File: config.mk
export PLATFORM = sky130hd
export DESIGN_NAME = controlUnit
export DESIGN_NICKNAME = d
export VERILOG_FILES = /design/src/hw/mipsControlPkg.sv /design/src/hw/controlUnit.sv /design/src/hw/controlWordGen.sv /design/src/hw/stateSequencer.sv /design/src/hw/instrDecoder.sv
export SDC_FILE = /design/constraint.sdc
export NUM_CORES = 1
export LEC_CHECK = 0
export BUFFER_PORTS_ARGS = -buffer_cell sky130_fd_sc_hd__buf_2
export CORE_ASPECT_RATIO = 1.25
export CORE_MARGIN = 5
export CORE_UTILIZATION = 48
export CTS_BUF_LIST = sky130_fd_sc_hd__clkbuf_4 sky130_fd_sc_hd__clkbuf_8
export DETAILED_ROUTE_END_ITERATION = 16
export PLACE_DENSITY = 0.77
export SYNTH_ARGS = -nofsm -noshare
export SYNTH_HDL_FRONTEND = slang
export SYNTH_SLANG_ARGS = --single-unit
File: constraint.sdc
create_clock -name clock -period 1.77 [get_ports clock]
set_input_delay 0.177 -clock clock [delete_from_list [all_inputs] [get_ports clock]]
set_output_delay 0.177 -clock clock [all_outputs]
set_load 0.02 [all_outputs]
File: src/hw/mipsControlPkg.sv
package mipsControlPkg;

	// Steps of the multicycle sequence
	typedef enum logic [6:0] {
		FETCH      = 7'b0000000,
		WAITFETCH  = 7'b0000001,
		WAITFETCH2 = 7'b0000010,
		DECODE     = 7'b0000011,
		OPERATE    = 7'b0000100,
		WRITEBACK  = 7'b0000101,
		WAIT       = 7'b1111111
	} stateT;

	// Decoded instruction classes
	typedef enum logic [2:0] {
		OP_ALU_REG = 3'd0,
		OP_SHIFT   = 3'd1,
		OP_ADDI    = 3'd2,
		OP_LUI     = 3'd3,
		OP_XCHG    = 3'd4,
		OP_BREAK   = 3'd5,
		OP_NONE    = 3'd6
	} opClassT;

	typedef logic [5:0] opcodeT;
	typedef logic [5:0] functT;

	// Opcode field
	localparam opcodeT OPC_RTYPE = 6'b000000;
	localparam opcodeT OPC_ADDI  = 6'b001000;
	localparam opcodeT OPC_ADDIU = 6'b001001;
	localparam opcodeT OPC_LUI   = 6'b001111;

	// Funct field of R-type instructions
	localparam functT FN_ADD   = 6'b100000;
	localparam functT FN_SUB   = 6'b100010;
	localparam functT FN_AND   = 6'b100100;
	localparam functT FN_SRL   = 6'b000010;
	localparam functT FN_SRA   = 6'b000011;
	localparam functT FN_XCHG  = 6'b000101;
	localparam functT FN_BREAK = 6'b001101;

	// ALU function
	typedef logic [2:0] aluOpT;

	localparam aluOpT ALU_PASS = 3'b000;
	localparam aluOpT ALU_ADD  = 3'b001;
	localparam aluOpT ALU_SUB  = 3'b010;
	localparam aluOpT ALU_AND  = 3'b011;

	// Shifter function
	typedef logic [2:0] shiftCtrlT;

	localparam shiftCtrlT SH_NONE = 3'b000;
	localparam shiftCtrlT SH_LOAD = 3'b001;
	localparam shiftCtrlT SH_SRL  = 3'b011;
	localparam shiftCtrlT SH_SRA  = 3'b100;

	// ALU input selects
	typedef logic [1:0] aluSrcAT;

	localparam aluSrcAT SRCA_PC   = 2'b00;
	localparam aluSrcAT SRCA_REGA = 2'b10;

	typedef logic [2:0] aluSrcBT;

	localparam aluSrcBT SRCB_REGB   = 3'b000;
	localparam aluSrcBT SRCB_FOUR   = 3'b001;
	localparam aluSrcBT SRCB_IMM    = 3'b010;
	localparam aluSrcBT SRCB_BRANCH = 3'b100;

	// PC source
	typedef logic [2:0] pcSourceT;

	localparam pcSourceT PCSRC_ALU    = 3'b000;
	localparam pcSourceT PCSRC_ALUOUT = 3'b001;

	// Register file destination
	typedef logic [2:0] regDstT;

	localparam regDstT DST_NONE = 3'b000;
	localparam regDstT DST_RT   = 3'b010;
	localparam regDstT DST_RD   = 3'b101;
	// SP shares its code with rd
	localparam regDstT DST_SP   = 3'b101;

	// Write-back data
	typedef logic [3:0] memToRegT;

	localparam memToRegT WB_REGA   = 4'b0000;
	localparam memToRegT WB_SHIFT  = 4'b0011;
	localparam memToRegT WB_ALUOUT = 4'b1000;
	localparam memToRegT WB_LUI    = 4'b1010;
	localparam memToRegT WB_SPINIT = 4'b1011;

endpackage
File: src/hw/controlUnit.sv
`timescale 1ns/1ps

module controlUnit import mipsControlPkg::*; (
	input  logic      clock,
	input  logic      reset,
	input  opcodeT    Opcode,
	input  functT     Funct,
	output logic      PCWrite,
	output logic      IRWrite,
	output logic      WriteRegA,
	output logic      WriteRegB,
	output logic      AluOutControl,
	output logic      RegWrite,
	output logic      ShiftSrc,
	output logic      ShiftAmt,
	output pcSourceT  PCSource,
	output aluSrcAT   AluSrcA,
	output aluSrcBT   AluSrcB,
	output aluOpT     AluOp,
	output shiftCtrlT ShiftCtrl,
	output regDstT    RegDst,
	output memToRegT  MemToReg,
	output stateT     state
);

	opClassT   opClass;
	aluOpT     aluFunc;
	shiftCtrlT shiftFunc;

	instrDecoder u_instrDecoder (
		.Opcode    (Opcode),
		.Funct     (Funct),
		.opClass   (opClass),
		.aluFunc   (aluFunc),
		.shiftFunc (shiftFunc)
	);

	stateSequencer u_stateSequencer (
		.clock   (clock),
		.reset   (reset),
		.opClass (opClass),
		.state   (state)
	);

	controlWordGen u_controlWordGen (
		.clock         (clock),
		.reset         (reset),
		.state         (state),
		.opClass       (opClass),
		.aluFunc       (aluFunc),
		.shiftFunc     (shiftFunc),
		.PCWrite       (PCWrite),
		.IRWrite       (IRWrite),
		.WriteRegA     (WriteRegA),
		.WriteRegB     (WriteRegB),
		.AluOutControl (AluOutControl),
		.RegWrite      (RegWrite),
		.ShiftSrc      (ShiftSrc),
		.ShiftAmt      (ShiftAmt),
		.PCSource      (PCSource),
		.AluSrcA       (AluSrcA),
		.AluSrcB       (AluSrcB),
		.AluOp         (AluOp),
		.ShiftCtrl     (ShiftCtrl),
		.RegDst        (RegDst),
		.MemToReg      (MemToReg)
	);

endmodule

File: src/hw/controlWordGen.sv
`timescale 1ns/1ps

module controlWordGen import mipsControlPkg::*; (
	input  logic      clock,
	input  logic      reset,
	input  stateT     state,
	input  opClassT   opClass,
	input  aluOpT     aluFunc,
	input  shiftCtrlT shiftFunc,
	output logic      PCWrite,
	output logic      IRWrite,
	output logic      WriteRegA,
	output logic      WriteRegB,
	output logic      AluOutControl,
	output logic      RegWrite,
	output logic      ShiftSrc,
	output logic      ShiftAmt,
	output pcSourceT  PCSource,
	output aluSrcAT   AluSrcA,
	output aluSrcBT   AluSrcB,
	output aluOpT     AluOp,
	output shiftCtrlT ShiftCtrl,
	output regDstT    RegDst,
	output memToRegT  MemToReg
);

	// Class held from OPERATE for the write-back step
	opClassT opClassQ;

	always_ff @(posedge clock) begin
		if (state == OPERATE) begin
			opClassQ <= opClass;
		end
	end

	always_ff @(posedge clock) begin
		PCWrite       <= 1'b0;
		IRWrite       <= 1'b0;
		WriteRegA     <= 1'b0;
		WriteRegB     <= 1'b0;
		AluOutControl <= 1'b0;
		RegWrite      <= 1'b0;
		ShiftSrc      <= 1'b0;
		ShiftAmt      <= 1'b0;
		PCSource      <= PCSRC_ALU;
		AluSrcA       <= SRCA_PC;
		AluSrcB       <= SRCB_REGB;
		AluOp         <= ALU_PASS;
		ShiftCtrl     <= SH_NONE;
		RegDst        <= DST_NONE;
		MemToReg      <= WB_REGA;

		if (reset) begin
			// Load the initial stack pointer
			RegWrite <= 1'b1;
			RegDst   <= DST_SP;
			MemToReg <= WB_SPINIT;
		end else begin
			case (state)
				FETCH: begin
					AluSrcB <= SRCB_FOUR;
				end
				WAITFETCH2: begin
					IRWrite <= 1'b1;
				end
				DECODE: begin
					// Read rs/rt and precompute the branch target
					WriteRegA     <= 1'b1;
					WriteRegB     <= 1'b1;
					AluSrcB       <= SRCB_BRANCH;
					AluOp         <= ALU_ADD;
					AluOutControl <= 1'b1;
					ShiftCtrl     <= SH_LOAD;
					ShiftSrc      <= 1'b1;
				end
				OPERATE: begin
					case (opClass)
						OP_ALU_REG: begin
							AluSrcA       <= SRCA_REGA;
							AluOp         <= aluFunc;
							AluOutControl <= 1'b1;
						end
						OP_ADDI: begin
							AluSrcA       <= SRCA_REGA;
							AluSrcB       <= SRCB_IMM;
							AluOp         <= aluFunc;
							AluOutControl <= 1'b1;
						end
						OP_SHIFT: begin
							ShiftAmt  <= 1'b1;
							ShiftCtrl <= shiftFunc;
						end
						OP_LUI: begin
							RegWrite <= 1'b1;
							RegDst   <= DST_RT;
							MemToReg <= WB_LUI;
						end
						OP_BREAK: begin
							PCWrite  <= 1'b1;
							PCSource <= PCSRC_ALUOUT;
							AluSrcB  <= SRCB_FOUR;
							AluOp    <= aluFunc;
						end
						default: begin
						end
					endcase
				end
				WRITEBACK: begin
					RegWrite <= 1'b1;
					case (opClassQ)
						OP_ADDI: begin
							RegDst   <= DST_RT;
							MemToReg <= WB_ALUOUT;
						end
						OP_SHIFT: begin
							RegDst   <= DST_RD;
							MemToReg <= WB_SHIFT;
						end
						OP_XCHG: begin
							RegDst   <= DST_RD;
							MemToReg <= WB_REGA;
						end
						default: begin
							RegDst   <= DST_RD;
							MemToReg <= WB_ALUOUT;
						end
					endcase
				end
				default: begin
				end
			endcase
		end
	end

endmodule

File: src/hw/stateSequencer.sv
`timescale 1ns/1ps

module stateSequencer import mipsControlPkg::*; (
	input  logic    clock,
	input  logic    reset,
	input  opClassT opClass,
	output stateT   state
);

	stateT nextState;

	always_comb begin
		nextState = FETCH;

		case (state)
			FETCH: begin
				nextState = WAITFETCH;
			end
			WAITFETCH: begin
				nextState = WAITFETCH2;
			end
			WAITFETCH2: begin
				nextState = DECODE;
			end
			DECODE: begin
				nextState = OPERATE;
			end
			OPERATE: begin
				case (opClass)
					OP_ALU_REG, OP_SHIFT, OP_ADDI, OP_XCHG: begin
						nextState = WRITEBACK;
					end
					OP_BREAK: begin
						// Straight back to fetch at the new PC
						nextState = FETCH;
					end
					default: begin
						// LUI and no-ops
						nextState = WAIT;
					end
				endcase
			end
			WRITEBACK: begin
				nextState = WAIT;
			end
			WAIT: begin
				nextState = FETCH;
			end
			default: begin
				nextState = FETCH;
			end
		endcase
	end

	always_ff @(posedge clock) begin
		if (reset) begin
			state <= FETCH;
		end else begin
			state <= nextState;
		end
	end

endmodule

File: src/hw/instrDecoder.sv
`timescale 1ns/1ps

module instrDecoder import mipsControlPkg::*; (
	input  opcodeT    Opcode,
	input  functT     Funct,
	output opClassT   opClass,
	output aluOpT     aluFunc,
	output shiftCtrlT shiftFunc
);

	always_comb begin
		opClass   = OP_NONE;
		aluFunc   = ALU_PASS;
		shiftFunc = SH_NONE;

		case (Opcode)
			OPC_ADDI, OPC_ADDIU: begin
				// ADDIU takes the same path as ADDI
				opClass = OP_ADDI;
				aluFunc = ALU_ADD;
			end
			OPC_LUI: begin
				opClass = OP_LUI;
			end
			OPC_RTYPE: begin
				case (Funct)
					FN_ADD: begin
						opClass = OP_ALU_REG;
						aluFunc = ALU_ADD;
					end
					FN_SUB: begin
						opClass = OP_ALU_REG;
						aluFunc = ALU_SUB;
					end
					FN_AND: begin
						opClass = OP_ALU_REG;
						aluFunc = ALU_AND;
					end
					FN_SRL: begin
						opClass   = OP_SHIFT;
						shiftFunc = SH_SRL;
					end
					FN_SRA: begin
						opClass   = OP_SHIFT;
						shiftFunc = SH_SRA;
					end
					FN_XCHG: begin
						opClass = OP_XCHG;
					end
					FN_BREAK: begin
						// PC minus four through the ALU
						opClass = OP_BREAK;
						aluFunc = ALU_SUB;
					end
					default: begin
						opClass = OP_NONE;
					end
				endcase
			end
			default: begin
				// Unsupported opcodes fall through as no-ops
				opClass = OP_NONE;
			end
		endcase
	end

endmodule

# Yosys cells after proc, flatten, opt, wreduce, memory -nomap -nowiden
# Cells that the tools add are included.
# classes
reduce_logical,11
bitwise,1
n_eq_ne,23
mux,30
# ops
cell,count
7-bit one-hot mux with 6 select lines,1
3-bit one-hot mux with 2 select lines,5
"6-bit by 4-bit == test with 1-bit output, second input constant",4
"6-bit == test, second input constant",3
3-bit one-hot mux with 3 select lines,2
4-bit one-hot mux with 2 select lines,2
"7-bit by 2-bit == test with 1-bit output, second input constant",2
"7-bit by 3-bit == test with 1-bit output, second input constant",2
7-bit one-hot mux with 2 select lines,1
"6-bit by 2-bit == test with 1-bit output, second input constant",2
3-bit two-way mux,4
3-bit one-hot mux with 4 select lines,1
2-bit OR reduction,5
"3-bit by 2-bit == test with 1-bit output, second input constant",3
"3-bit == test, second input constant",3
"7-bit by 1-bit == test with 1-bit output, second input constant",1
7-bit zero test,1
1-bit two-way mux,7
"3-bit by 1-bit == test with 1-bit output, second input constant",2
"6-bit by 3-bit == test with 1-bit output, second input constant",1
6-bit zero test,1
2-bit one-hot mux with 3 select lines,1
3-bit OR reduction,2
2-bit two-way mux,2
other kinds (6),7
# word_totals
regBits,37
in_bits,14
out_inout_bits,36
elab_cells,80

# Longest topological paths before layout
# Gate-level depths: netlist of run 1.
# depth
word_depth,8
mapped_depth,5
depth_no_buf,5

# Modules after synthesis
# From an unflattened synthesis of run 1, not the netlist that was laid out.
# hier_totals
cells_unflattened,137
hier_area_um2,1362.6
# modules_own_cells
module,instances,seq_area_each_um2,cells_per_inst,area_per_inst_um2
controlWordGen,1,510.5,84,938.4
instrDecoder,1,0.0,33,220.2
stateSequencer,1,80.1,20,203.9

# Worst setup path before layout of run 1
# No wires, ideal clock.
# synth_path
kind,flip-flop to flip-flop
startpoint,reg u_stateSequencer.state[2]
endpoint,reg u_controlWordGen.ShiftCtrl[0]
period_less_slack_ns,1.524
setup_time_ns,0.087
t_required_ns,1.683
slack_ns,0.246
path_buffers,0
stages_incl_launch_ff,5
t_arrival_ns,1.437
cell_sequence,dfxtp_1 nor4b_4 and2b_2 nand2_2 o31ai_1
# synth_between
elab_chain_cells,2
word_cells_on_any_way,3
classes_between,eq/ne: 2; mux: 1
# synth_lines
element,line,rtl
start: declaration,stateSequencer.sv:7,output stateT state
start signal: assignment,stateSequencer.sv:59,state <= nextState;
7-bit by 3-bit == test with 1-bit output / 7-bit by 2-bit == test with 1-bit output (equally long branches),controlWordGen.sv:59,case (state)
3-bit one-hot mux with 2 select lines *,controlWordGen.sv:59,
end signal: assignment,controlWordGen.sv:91,ShiftCtrl <= shiftFunc;
end: declaration,controlWordGen.sv:22,"output shiftCtrlT ShiftCtrl,"
# Mark *: on every way between the ends. The rest lies on a longest branch, timed or not.
# A chain may end at the register's enable or synchronous reset.

# Worst setup path in the final report of run 1
# Ends and elaborated chain as after synthesis.

==> results of run 1 <==
## worst max-delay path: cells and delay by family (launching register included)
kind / cells / cell delay, ns
AOI/OAI and AO/OA: 1 / 0.22
DFF: 1 / 0.50
and+or+nand+nor: 3 / 0.62
## logic make-up after synthesis
group | count (synthesis) | synth area share
AOI/OAI and AO/OA | 25 | 0.136
xor gates and xnor gates | 1 | 0.00746
buffers and inverters | 17 | 0.0959
DFF | 26 | 0.469
other | 1 | 0.00320
and+or+nand+nor | 54 | 0.288
## registers in the layout (all words and copies together) (netlist names)
name / cells
u_controlWordGen.AluOp: 2
u_controlWordGen.AluOutControl: 1
u_controlWordGen.AluSrcA: 1
u_controlWordGen.AluSrcB: 2
u_controlWordGen.IRWrite: 1
u_controlWordGen.MemToReg: 3
u_controlWordGen.PCSource: 1
u_controlWordGen.RegDst: 2
u_controlWordGen.RegWrite: 1
u_controlWordGen.ShiftAmt: 1
u_controlWordGen.ShiftCtrl: 3
u_controlWordGen.WriteRegA: 1
u_controlWordGen.opClassQ: 3
u_stateSequencer.state: 4
## final cells by class
cell class	instances	share of cell area
tap	33	0.0292
clock buffer	3	0.0159
clock inverter	1	0.0212
inverter	3	0.00795
multi-input combinational	85	0.371
sequential	26	0.389
timing repair buffer	46	0.166
## synth_stat cells, drive strengths merged (2+ instances only)
master	number	area, um2
o21ai	9	45.0
edfxtp	3	90.1
nand3b	3	22.5
o31ai	2	15.0
and3	2	12.5
nor4	2	18.8
nand2	12	47.6
nand3	2	10.0
nor2	8	30.0
a21oi	6	30.0
dfxtp	23	460
nor3	4	20.0
or4	2	18.8
inv	3	11.3
nor2b	2	12.5
nor3b	5	37.5
or2	3	18.8
buf	13	97.6
## routing by layer
| layer | global-route usage | wire length (um) | vias up |
|---|---|---|---|
| li1 | - | - | 510 |
| met1 | 0.160 | 947 | 456 |
| met2 | 0.277 | 1260 | 30 |
| met3 | 0.0340 | 175 | 5 |
| met4 | 0.0654 | 38 | 0 |
| met5 | 0 | 0 | - |
## through the flow
step	util	power [mW]	area, um2	hold WS [ns]
after floorplan	-	0.889	1190	0.255
after global placement	0.568	0.964	1360	0.451
after detailed placement	0.568	0.970	1360	0.462
after CTS	0.590	1.37	1420	0.0987
after global routing	0.590	1.43	1420	0.106
final	0.590	1.36	1420	0.103
## worst max-delay path by stage
stage,start,to,slack (ns)
after global placement,Opcode[1],u_controlWordGen.opClassQ[1],0.18
after detailed placement,Opcode[1],u_controlWordGen.opClassQ[1],0.15
after global routing,u_stateSequencer.state[2],u_controlWordGen.ShiftCtrl[0],0.21
after CTS,u_stateSequencer.state[2],u_controlWordGen.ShiftCtrl[0],0.36
final,u_stateSequencer.state[2],u_controlWordGen.ShiftCtrl[0],0.36
after floorplan,u_stateSequencer.state[2],u_controlWordGen.ShiftCtrl[0],0.25
## power by group through the flow
stage	Combinational [mW]	Clock, mW	Sequential, mW
3_5_place_dp	0.274	0	0.696
5_1_grt	0.301	0.433	0.693
3_3_place_gp	0.270	0	0.694
6_report	0.272	0.402	0.683
2_1_floorplan	0.147	0	0.741
4_1_cts	0.275	0.407	0.683
==> results.tsv, run 1 <==
metric	value	unit
status	finished clean	
drt.antenna.violating_nets	0	
syn_area	0.00117	mm2
period_share	0.798	
cts_buffers	3	
synth_cell_type_count	44	
dp.final_hpwl	1.94	mm
ctsHoldBuffers	0	
dr.first_iter.drc_count	36	
dp_slack	0.155	ns
r2r_setup_slack	0.36	ns
clk_latency	0.32	ns
p_per_area	958	mW/mm2
fin_tns_setup	0	ns
synth-seq-cells	26	
max_cap_violations	0	
post_drt_wl_per_cell	12.3	um
crit_fanout	9	
die_area	0.00354	mm2
routabilityCongestion	0.797	
r2r-start	u_stateSequencer.state[2]	
cts-htree-levels	1	
whs_path_depth	2	
hold_violations	0	
cp_cell_sequence	nor4b_4 > and2b_2 > nand2_2 > o31ai_1	
cts_resized	0	
power.share.clock	0.296	
grt_pass1_vias	950	
clk_pin_slew_worst_paths	0.14	ns
p_comb_frac	0.201	
cts.sinks	26	
finalNetCount	179	
hp-start	Funct[0]	
critPathKind	reg -> reg	
drive_above_1_share	0.354	
syn_avg_cell_area	9.46	um2
crit_path_end_kind	register	
n_fill_cell	226	
syn2layout_area_growth	20.7	%
viasPerCell	5.08	
portBuffers	44	
initial_core_util	0.489	
placedCellCount	193	
seqCellArea	551	um2
multi_input_area	526	um2
synth-main-ff-cell	dfxtp_1	
fin_crit	1.41	ns
worst_path_max_delay_cell	dfxtp_1	
insertedDiodeCount	0	
setup_slack	0.358	ns
hold_class	in -> reg	
rsz0062_at_grt	no	
grt_usage	0.152	
antenna_found_initial	0	
ys_seq_area_frac	0.469	
slew_headroom	0.671	
p_leak	0.678	nW
cts-root-buf	clkbuf_4	
final_common_cell	buf_2	
p_switching	386	uW
pin_count	50	
die_h	65.3	um
crit_required	2.03	ns
slowest_delay	0.50	ns
fin_cells	197	
timing.fmax	708	MHz
overflow	0	
rr_worst_depth	4	
cts_tree	yes	
rows	20	
synth-async-reset-ratio	0	
p_int	971	uW
clk_path_buf_depth	2	
grt_pass1_wl	4.00	mm
grt_max_degree	16	
drcViolationCount	0	
worstPathArrival	1.67	ns
r2r_end	u_controlWordGen.ShiftCtrl[0]	
finalSetupViolations	0	
holdPathEnd	u_controlWordGen.ShiftCtrl[1]	
power_frac_seq	0.503	
vias	1001	
dr.pass1.iters	4	
synthCells	124	
yosysWarningCount	0	
skew	0.0115	ns
synth_edf_count	3	
finalWirelength	2.43	mm
coreArea	0.00240	mm2
final_cell_mix	buf_2 (44), dfxtp_1 (23), nand2_1 (11)	
ir_drop	0.671	mV
cts_setup_buffers	0	
start_kind	register	
drv_slew	0	
netSwitchingFraction	0.284	
die_w	54.2	um
worstMarginPinSlew	0.489	ns
No activity file was read; power rests on OpenSTA's default activity.
==> run 2, diff against run 1 <==
- ABC_AREA: not set -> 1
- clock period: 1.77 -> 1.39 ns (I/O delays scaled with it)
==> results.tsv, run 2 <==
metric	value	unit	change
status	finished clean		
dp_slack	0.116	ns	-0.0385 ns
ys_seq_area_frac	0.472		+0.00251
p_leak	0.774	nW	+14%
final_cell_mix	buf_2 (44), inv_1 (26), nand2_1 (23), dfxtp_1 (23), nor2_1 (19)		
initial_core_util	0.491		+0.00251
regMostFlops	u_stateSequencer.state		
dp.final_hpwl	1.92	mm	-1.2%
synth_compound_area_frac	0.0557		-0.0807
grt_usage	0.144		-0.00836
synth-seq-cells	26		unchanged
placedCellCount	219		+13%
cts_tree	yes		
synthAdderAreaFrac	0		unchanged
synth.most_common_cell	inv_1		
cts-root-buf	clkbuf_4		
synth-async-reset-ratio	0		unchanged
clk_path_buf_depth	2		unchanged
finalSetupViolations	0		unchanged
yosys.area_share.simple	0.299		+0.0112
drcViolationCount	0		unchanged
crit_path_end_kind	register		
cts-htree-levels	1		unchanged
fin_cells	223		+13%
p_per_area	1120	mW/mm2	+17%
antenna_found_initial	0		unchanged
crit_required	1.66	ns	-0.37 ns
worstPathArrival	1.51	ns	-0.16 ns
rsz0062_at_grt	no		
stdcell_area	0.00139	mm2	-2.2%
start_kind	register		
period_share	0.891		+0.0935
cts.sinks	26		unchanged
timing.fmax	807	MHz	+14%
fin_tns_setup	0	ns	unchanged
dr.first_iter.drc_count	34		-5.6%
fin_crit	1.24	ns	-0.173 ns
slowest_delay	0.37	ns	-0.13 ns
synth_top_family_by_area	simple AND/OR/NAND/NOR gates		
dpl_cell_area	0.00135	mm2	-1.3%
synthCells	151		+22%
cp_cell_sequence	nor2_1 > nand3_1 > nor2_2 > nand2_1 > a31o_2 > inv_1		
die_area	0.00352	mm2	-0.44%
pin_count	50		unchanged
yosys.area.top_type	dfxtp_1		
die_w	54.1	um	-0.21%
grt_max_degree	15		-1
die_h	65.1	um	-0.23%
grt_pass1_vias	978		+2.9%
drive_above_1_share	0.305		-0.0484
routabilityCongestion	0.813		+2.0%
post_drt_wl_per_cell	10.1	um	-18%
rr_worst_depth	6		+2
insertedDiodeCount	0		unchanged
critPathKind	reg -> reg		
vias	1056		+5.5%
largest_reg_flops	4		unchanged
grt_pass1_wl	3.86	mm	-3.3%
viasPerCell	4.74		-6.8%
syn2layout_area_growth	18.6	%	
overflow	0		unchanged
n_fill_cell	218		-3.5%
whs_path_depth	2		unchanged
netlist.area_leader.share	0.394		+0.00210
coreArea	0.00238	mm2	-1.0%
dr.pass1.iters	4		unchanged
worst_path_max_delay_cell	dfxtp_1		
drv_slew	0		unchanged
ir_drop	0.421	mV	-37%
synth_xor_xnor_area_share	0		-0.00746
finalWirelength	2.26	mm	-6.8%
drt.antenna.violating_nets	0		unchanged
cts_buffers	3		unchanged
synth_cell_type_count	24		-45%
hold_violations	0		unchanged
crit_fanout	5		-4
rows	20		unchanged
portBuffers	44		unchanged
timing.hold.ws	0.0569	ns	-0.0459 ns
finalNetCount	205		+15%
netlist_top_cells_count	inv_1 (26), dfxtp_1 (23), nand2_1 (23)		
clk_pin_slew_worst_paths	0.13	ns	about the same
final_common_cell	buf_2		
finish.utilization	0.583		-0.00695
syn_avg_cell_area	7.73	um2	-18%
cts_setup_buffers	0		unchanged
synth_edf_count	3		unchanged
power	1.56	mW	+15%
setup_slack	0.151	ns	-0.207 ns
skew	0.00458	ns	-0.00694 ns
synth_area_leaders	dfxtp_1 (39%), buf_4 (8.4%), inv_1 (8.4%), edfxtp_1 (7.7%), nand2_1 (7.4%)		
max_cap_violations	0		unchanged
syn_area	0.00117	mm2	-0.53%
synth.area.mux_share	0		unchanged
synth-main-ff-cell	dfxtp_1		
hold_class	in -> reg		
clk_latency	0.31	ns	about the same
yosysWarningCount	0		unchanged
-- run 2: cell types whose count changed after synthesis, sizes merged, moves of 5 or more --
cell   delta
nand3    +16
nand2    +12
o21ai     -5
nor3b     -5
nor2     +15
inv      +23
-- run 2: where the power goes --
part           internal (mW)  switching, mW
Clock                  0.160          0.205
Sequential             0.813         0.0312
Combinational          0.114          0.232
Total                   1.09          0.468
-- run 2: cell type report --
cell class | instances | area [um2] | area share
Multi-Input combinational cell | 89 | 435 | 0.314
Inverter | 27 | 101 | 0.0732
Tap cell | 33 | 41.3 | 0.0298
Sequential cell | 26 | 551 | 0.397
Clock buffer | 4 | 36.3 | 0.0262
Timing Repair Buffer | 44 | 220 | 0.159
-- run 2: worst paths after layout --
kind | from | end | slack (ns)
setup / recovery | u_stateSequencer.state[0] | u_controlWordGen.AluOp[1] | 0.15
hold / removal | reset | u_controlWordGen.RegDst[1] | 0.06
setup reg to reg | u_stateSequencer.state[0] | u_controlWordGen.AluOp[1] | 0.15
hold reg to reg | u_stateSequencer.state[1] | u_controlWordGen.IRWrite | 0.51
-- run 2: cells by family (layout without fill, tap and decap cells) --
kind of cell | Yosys count | after routing
buffers and inverters | 40 | 75
other | 1 | 5
flip-flops | 26 | 26
AO/OA/AOI/OAI | 10 | 10
AND/OR/NAND/NOR | 74 | 74
-- run 2: critical path: cells and delay by family, from the launching register on --
kind | cells | cell delay, ns
AND/OR/NAND/NOR | 4 | 0.56
flip-flops | 1 | 0.37
AO/OA/AOI/OAI | 1 | 0.23
buffers and inverters | 1 | 0.04
-- run 2: metal layers --
metal / global-route usage / vias to the layer above / wire [um]
li1: - / 539 / -
met2: 0.276 / 41 / 1220
met5: 0 / - / 0
met4: 0.0467 / 0 / 33
met1: 0.148 / 471 / 822
met3: 0.0295 / 5 / 187
-- run 2: timing repair --
item                                    in CTS  in global routing
resized for setup                            0                  1
hold endpoints to repair                     0                  0
endpoints found under the setup margin       0                  1
hold buffers                                 0                  0
==> run 3, diff against run 2 <==
- ABC_AREA: 1 -> not set
==> results.tsv, run 3 (same netlist as run 1, synthesis figures left out) <==
metric	value	unit	change
p_comb_frac	0.247		+0.024
dr.pass1.iters	4		unchanged
drcViolationCount	0		unchanged
dp.final_hpwl	2.09	mm	+8.9%
clk_path_buf_depth	2		unchanged
grt_usage	0.168		+0.0238
fin_crit	1.31	ns	+0.0668 ns
pin_count	50		unchanged
regMostFlops	u_stateSequencer.state		
p_int	1.14	mW	+5.2%
drive_above_1_share	0.424		+0.118
crit_path_end_kind	register		
power.share.clock	0.230		-0.004
crit_fanout	7		+2
critPathKind	reg -> reg		
n_fill_cell	225		+3.2%
antenna_found_initial	0		unchanged
overflow	0		unchanged
final_cell_mix	buf_2 (44), dfxtp_1 (20), buf_4 (15)		
die_area	0.00354	mm2	+0.44%
finalSetupViolations	0		unchanged
viasPerCell	5.05		+6.6%
timing.fmax	766	MHz	-5.1%
timing.hold.ws	0.0659	ns	+0.00900 ns
netSwitchingFraction	0.306		+0.00514
finalWirelength	2.61	mm	+15%
portBuffers	44		unchanged
syn2layout_area_growth	28.8	%	
grt_max_degree	15		unchanged
finish.utilization	0.629		+0.0465
drv_slew	0		unchanged
coreArea	0.00240	mm2	+1.1%
cts_tree	yes		
p_per_area	1090	mW/mm2	-2.9%
status	finished clean		
post_drt_wl_per_cell	12.4	um	+23%
hold_class	in -> reg		
largest_reg_flops	4		unchanged
skew	0.00161	ns	-0.00297 ns
die_h	65.3	um	+0.23%
insertedDiodeCount	0		unchanged
final_common_cell	buf_2		
p_leak	0.738	nW	-4.6%
drt.antenna.violating_nets	0		unchanged
die_w	54.2	um	+0.21%
clk_pin_slew_worst_paths	0.13	ns	about the same
ir_drop	0.880	mV	+110%
dr.first_iter.drc_count	11		-68%
grt_pass1_wl	4.31	mm	+12%
power_frac_seq	0.523		-0.020
hold_violations	0		unchanged
grt_pass1_vias	1027		+5.0%
routabilityCongestion	0.851		+4.7%
initial_core_util	0.489		-0.00251
clk_latency	0.32	ns	about the same
cts_buffers	3		unchanged
start_kind	register		
crit_required	1.64	ns	-0.02 ns
worstPathArrival	1.56	ns	+0.05 ns
rows	20		unchanged
max_cap_violations	0		unchanged
cts-root-buf	clkbuf_4		
vias	1060		+0.38%
p_switching	505	uW	+7.8%
cts.sinks	26		unchanged
finalNetCount	192		-6.3%
cts-htree-levels	1		unchanged
period_share	0.940		+0.0481
-- run 3: changes by cell type in the layout (fill, tap and decap cells not counted), moves of 4 or more --
| cell | delta |
|---|---|
| nand2_1 | -12 |
| nand3_1 | -15 |
| nor2_1 | -11 |
| buf_4 | +15 |
| nor3b_1 | +5 |
| a21oi_1 | +4 |
| inv_1 | -24 |
-- run 3: what timing repair did --
item,CTS,global route
setup buffers,0,1
resized for setup,0,3
setup endpoints to repair,0,2
hold buffers,0,0
-- run 3: layer usage --
metal / vias to the layer above / GRT usage / share of wire
met5: - / 0 / 0
met4: 0 / 0.0903 / 0.023
met3: 5 / 0.0385 / 0.057
met2: 28 / 0.304 / 0.54
met1: 487 / 0.168 / 0.38
li1: 540 / - / -
-- run 3: power groups by stage --
stage	clock (mW)	sequential [mW]	combinational, mW
2_1_floorplan	0	0.947	0.188
3_3_place_gp	0	0.874	0.396
3_5_place_dp	0	0.877	0.403
4_1_cts	0.396	0.860	0.404
5_1_grt	0.434	0.871	0.445
6_report	0.379	0.863	0.408
-- run 3: worst max-delay path, cell delays in order (launching register included) --
cell,delay [ns]
dfxtp_4,0.40
nor4b_4,0.26
and2b_2,0.23
nand2_2,0.11
o31ai_1,0.23
-- run 3: final timing paths --
path | depth (start not counted) | slack (ns) | endpoint | start
setup / recovery | 4 | 0.08 | u_controlWordGen.ShiftCtrl[0] | u_stateSequencer.state[0]
hold / removal | 2 | 0.07 | u_controlWordGen.ShiftCtrl[1] | Funct[0]
setup reg to reg | 4 | 0.08 | u_controlWordGen.ShiftCtrl[0] | u_stateSequencer.state[0]
hold reg to reg | 1 | 0.50 | u_stateSequencer.state[0] | u_stateSequencer.state[2]
-- run 3: metrics by stage --
stage | power (mW) | TNS [ns] | area [um2] | cells | setup slack (ns)
finish | 1.65 | 0 | 1510 | 210 | 0.0840
global route | 1.75 | -0.0160 | 1510 | 210 | -0.0156
CTS | 1.66 | 0 | 1490 | 209 | 0.0724
detailed placement | 1.28 | -0.584 | 1460 | 205 | -0.174
global placement | 1.27 | -0.402 | 1460 | 205 | -0.146
floorplan | 1.14 | -0.0531 | 1190 | 128 | -0.0296
-- run 3: layout make-up --
class                           instances  area, um2  share of cell area
Multi-Input combinational cell         85        531               0.351
Tap cell                               33       41.3              0.0273
Sequential cell                        26        559               0.370
Inverter                                3       11.3             0.00745
Timing Repair Buffer                   59        333               0.220
Clock buffer                            4       36.3              0.0240
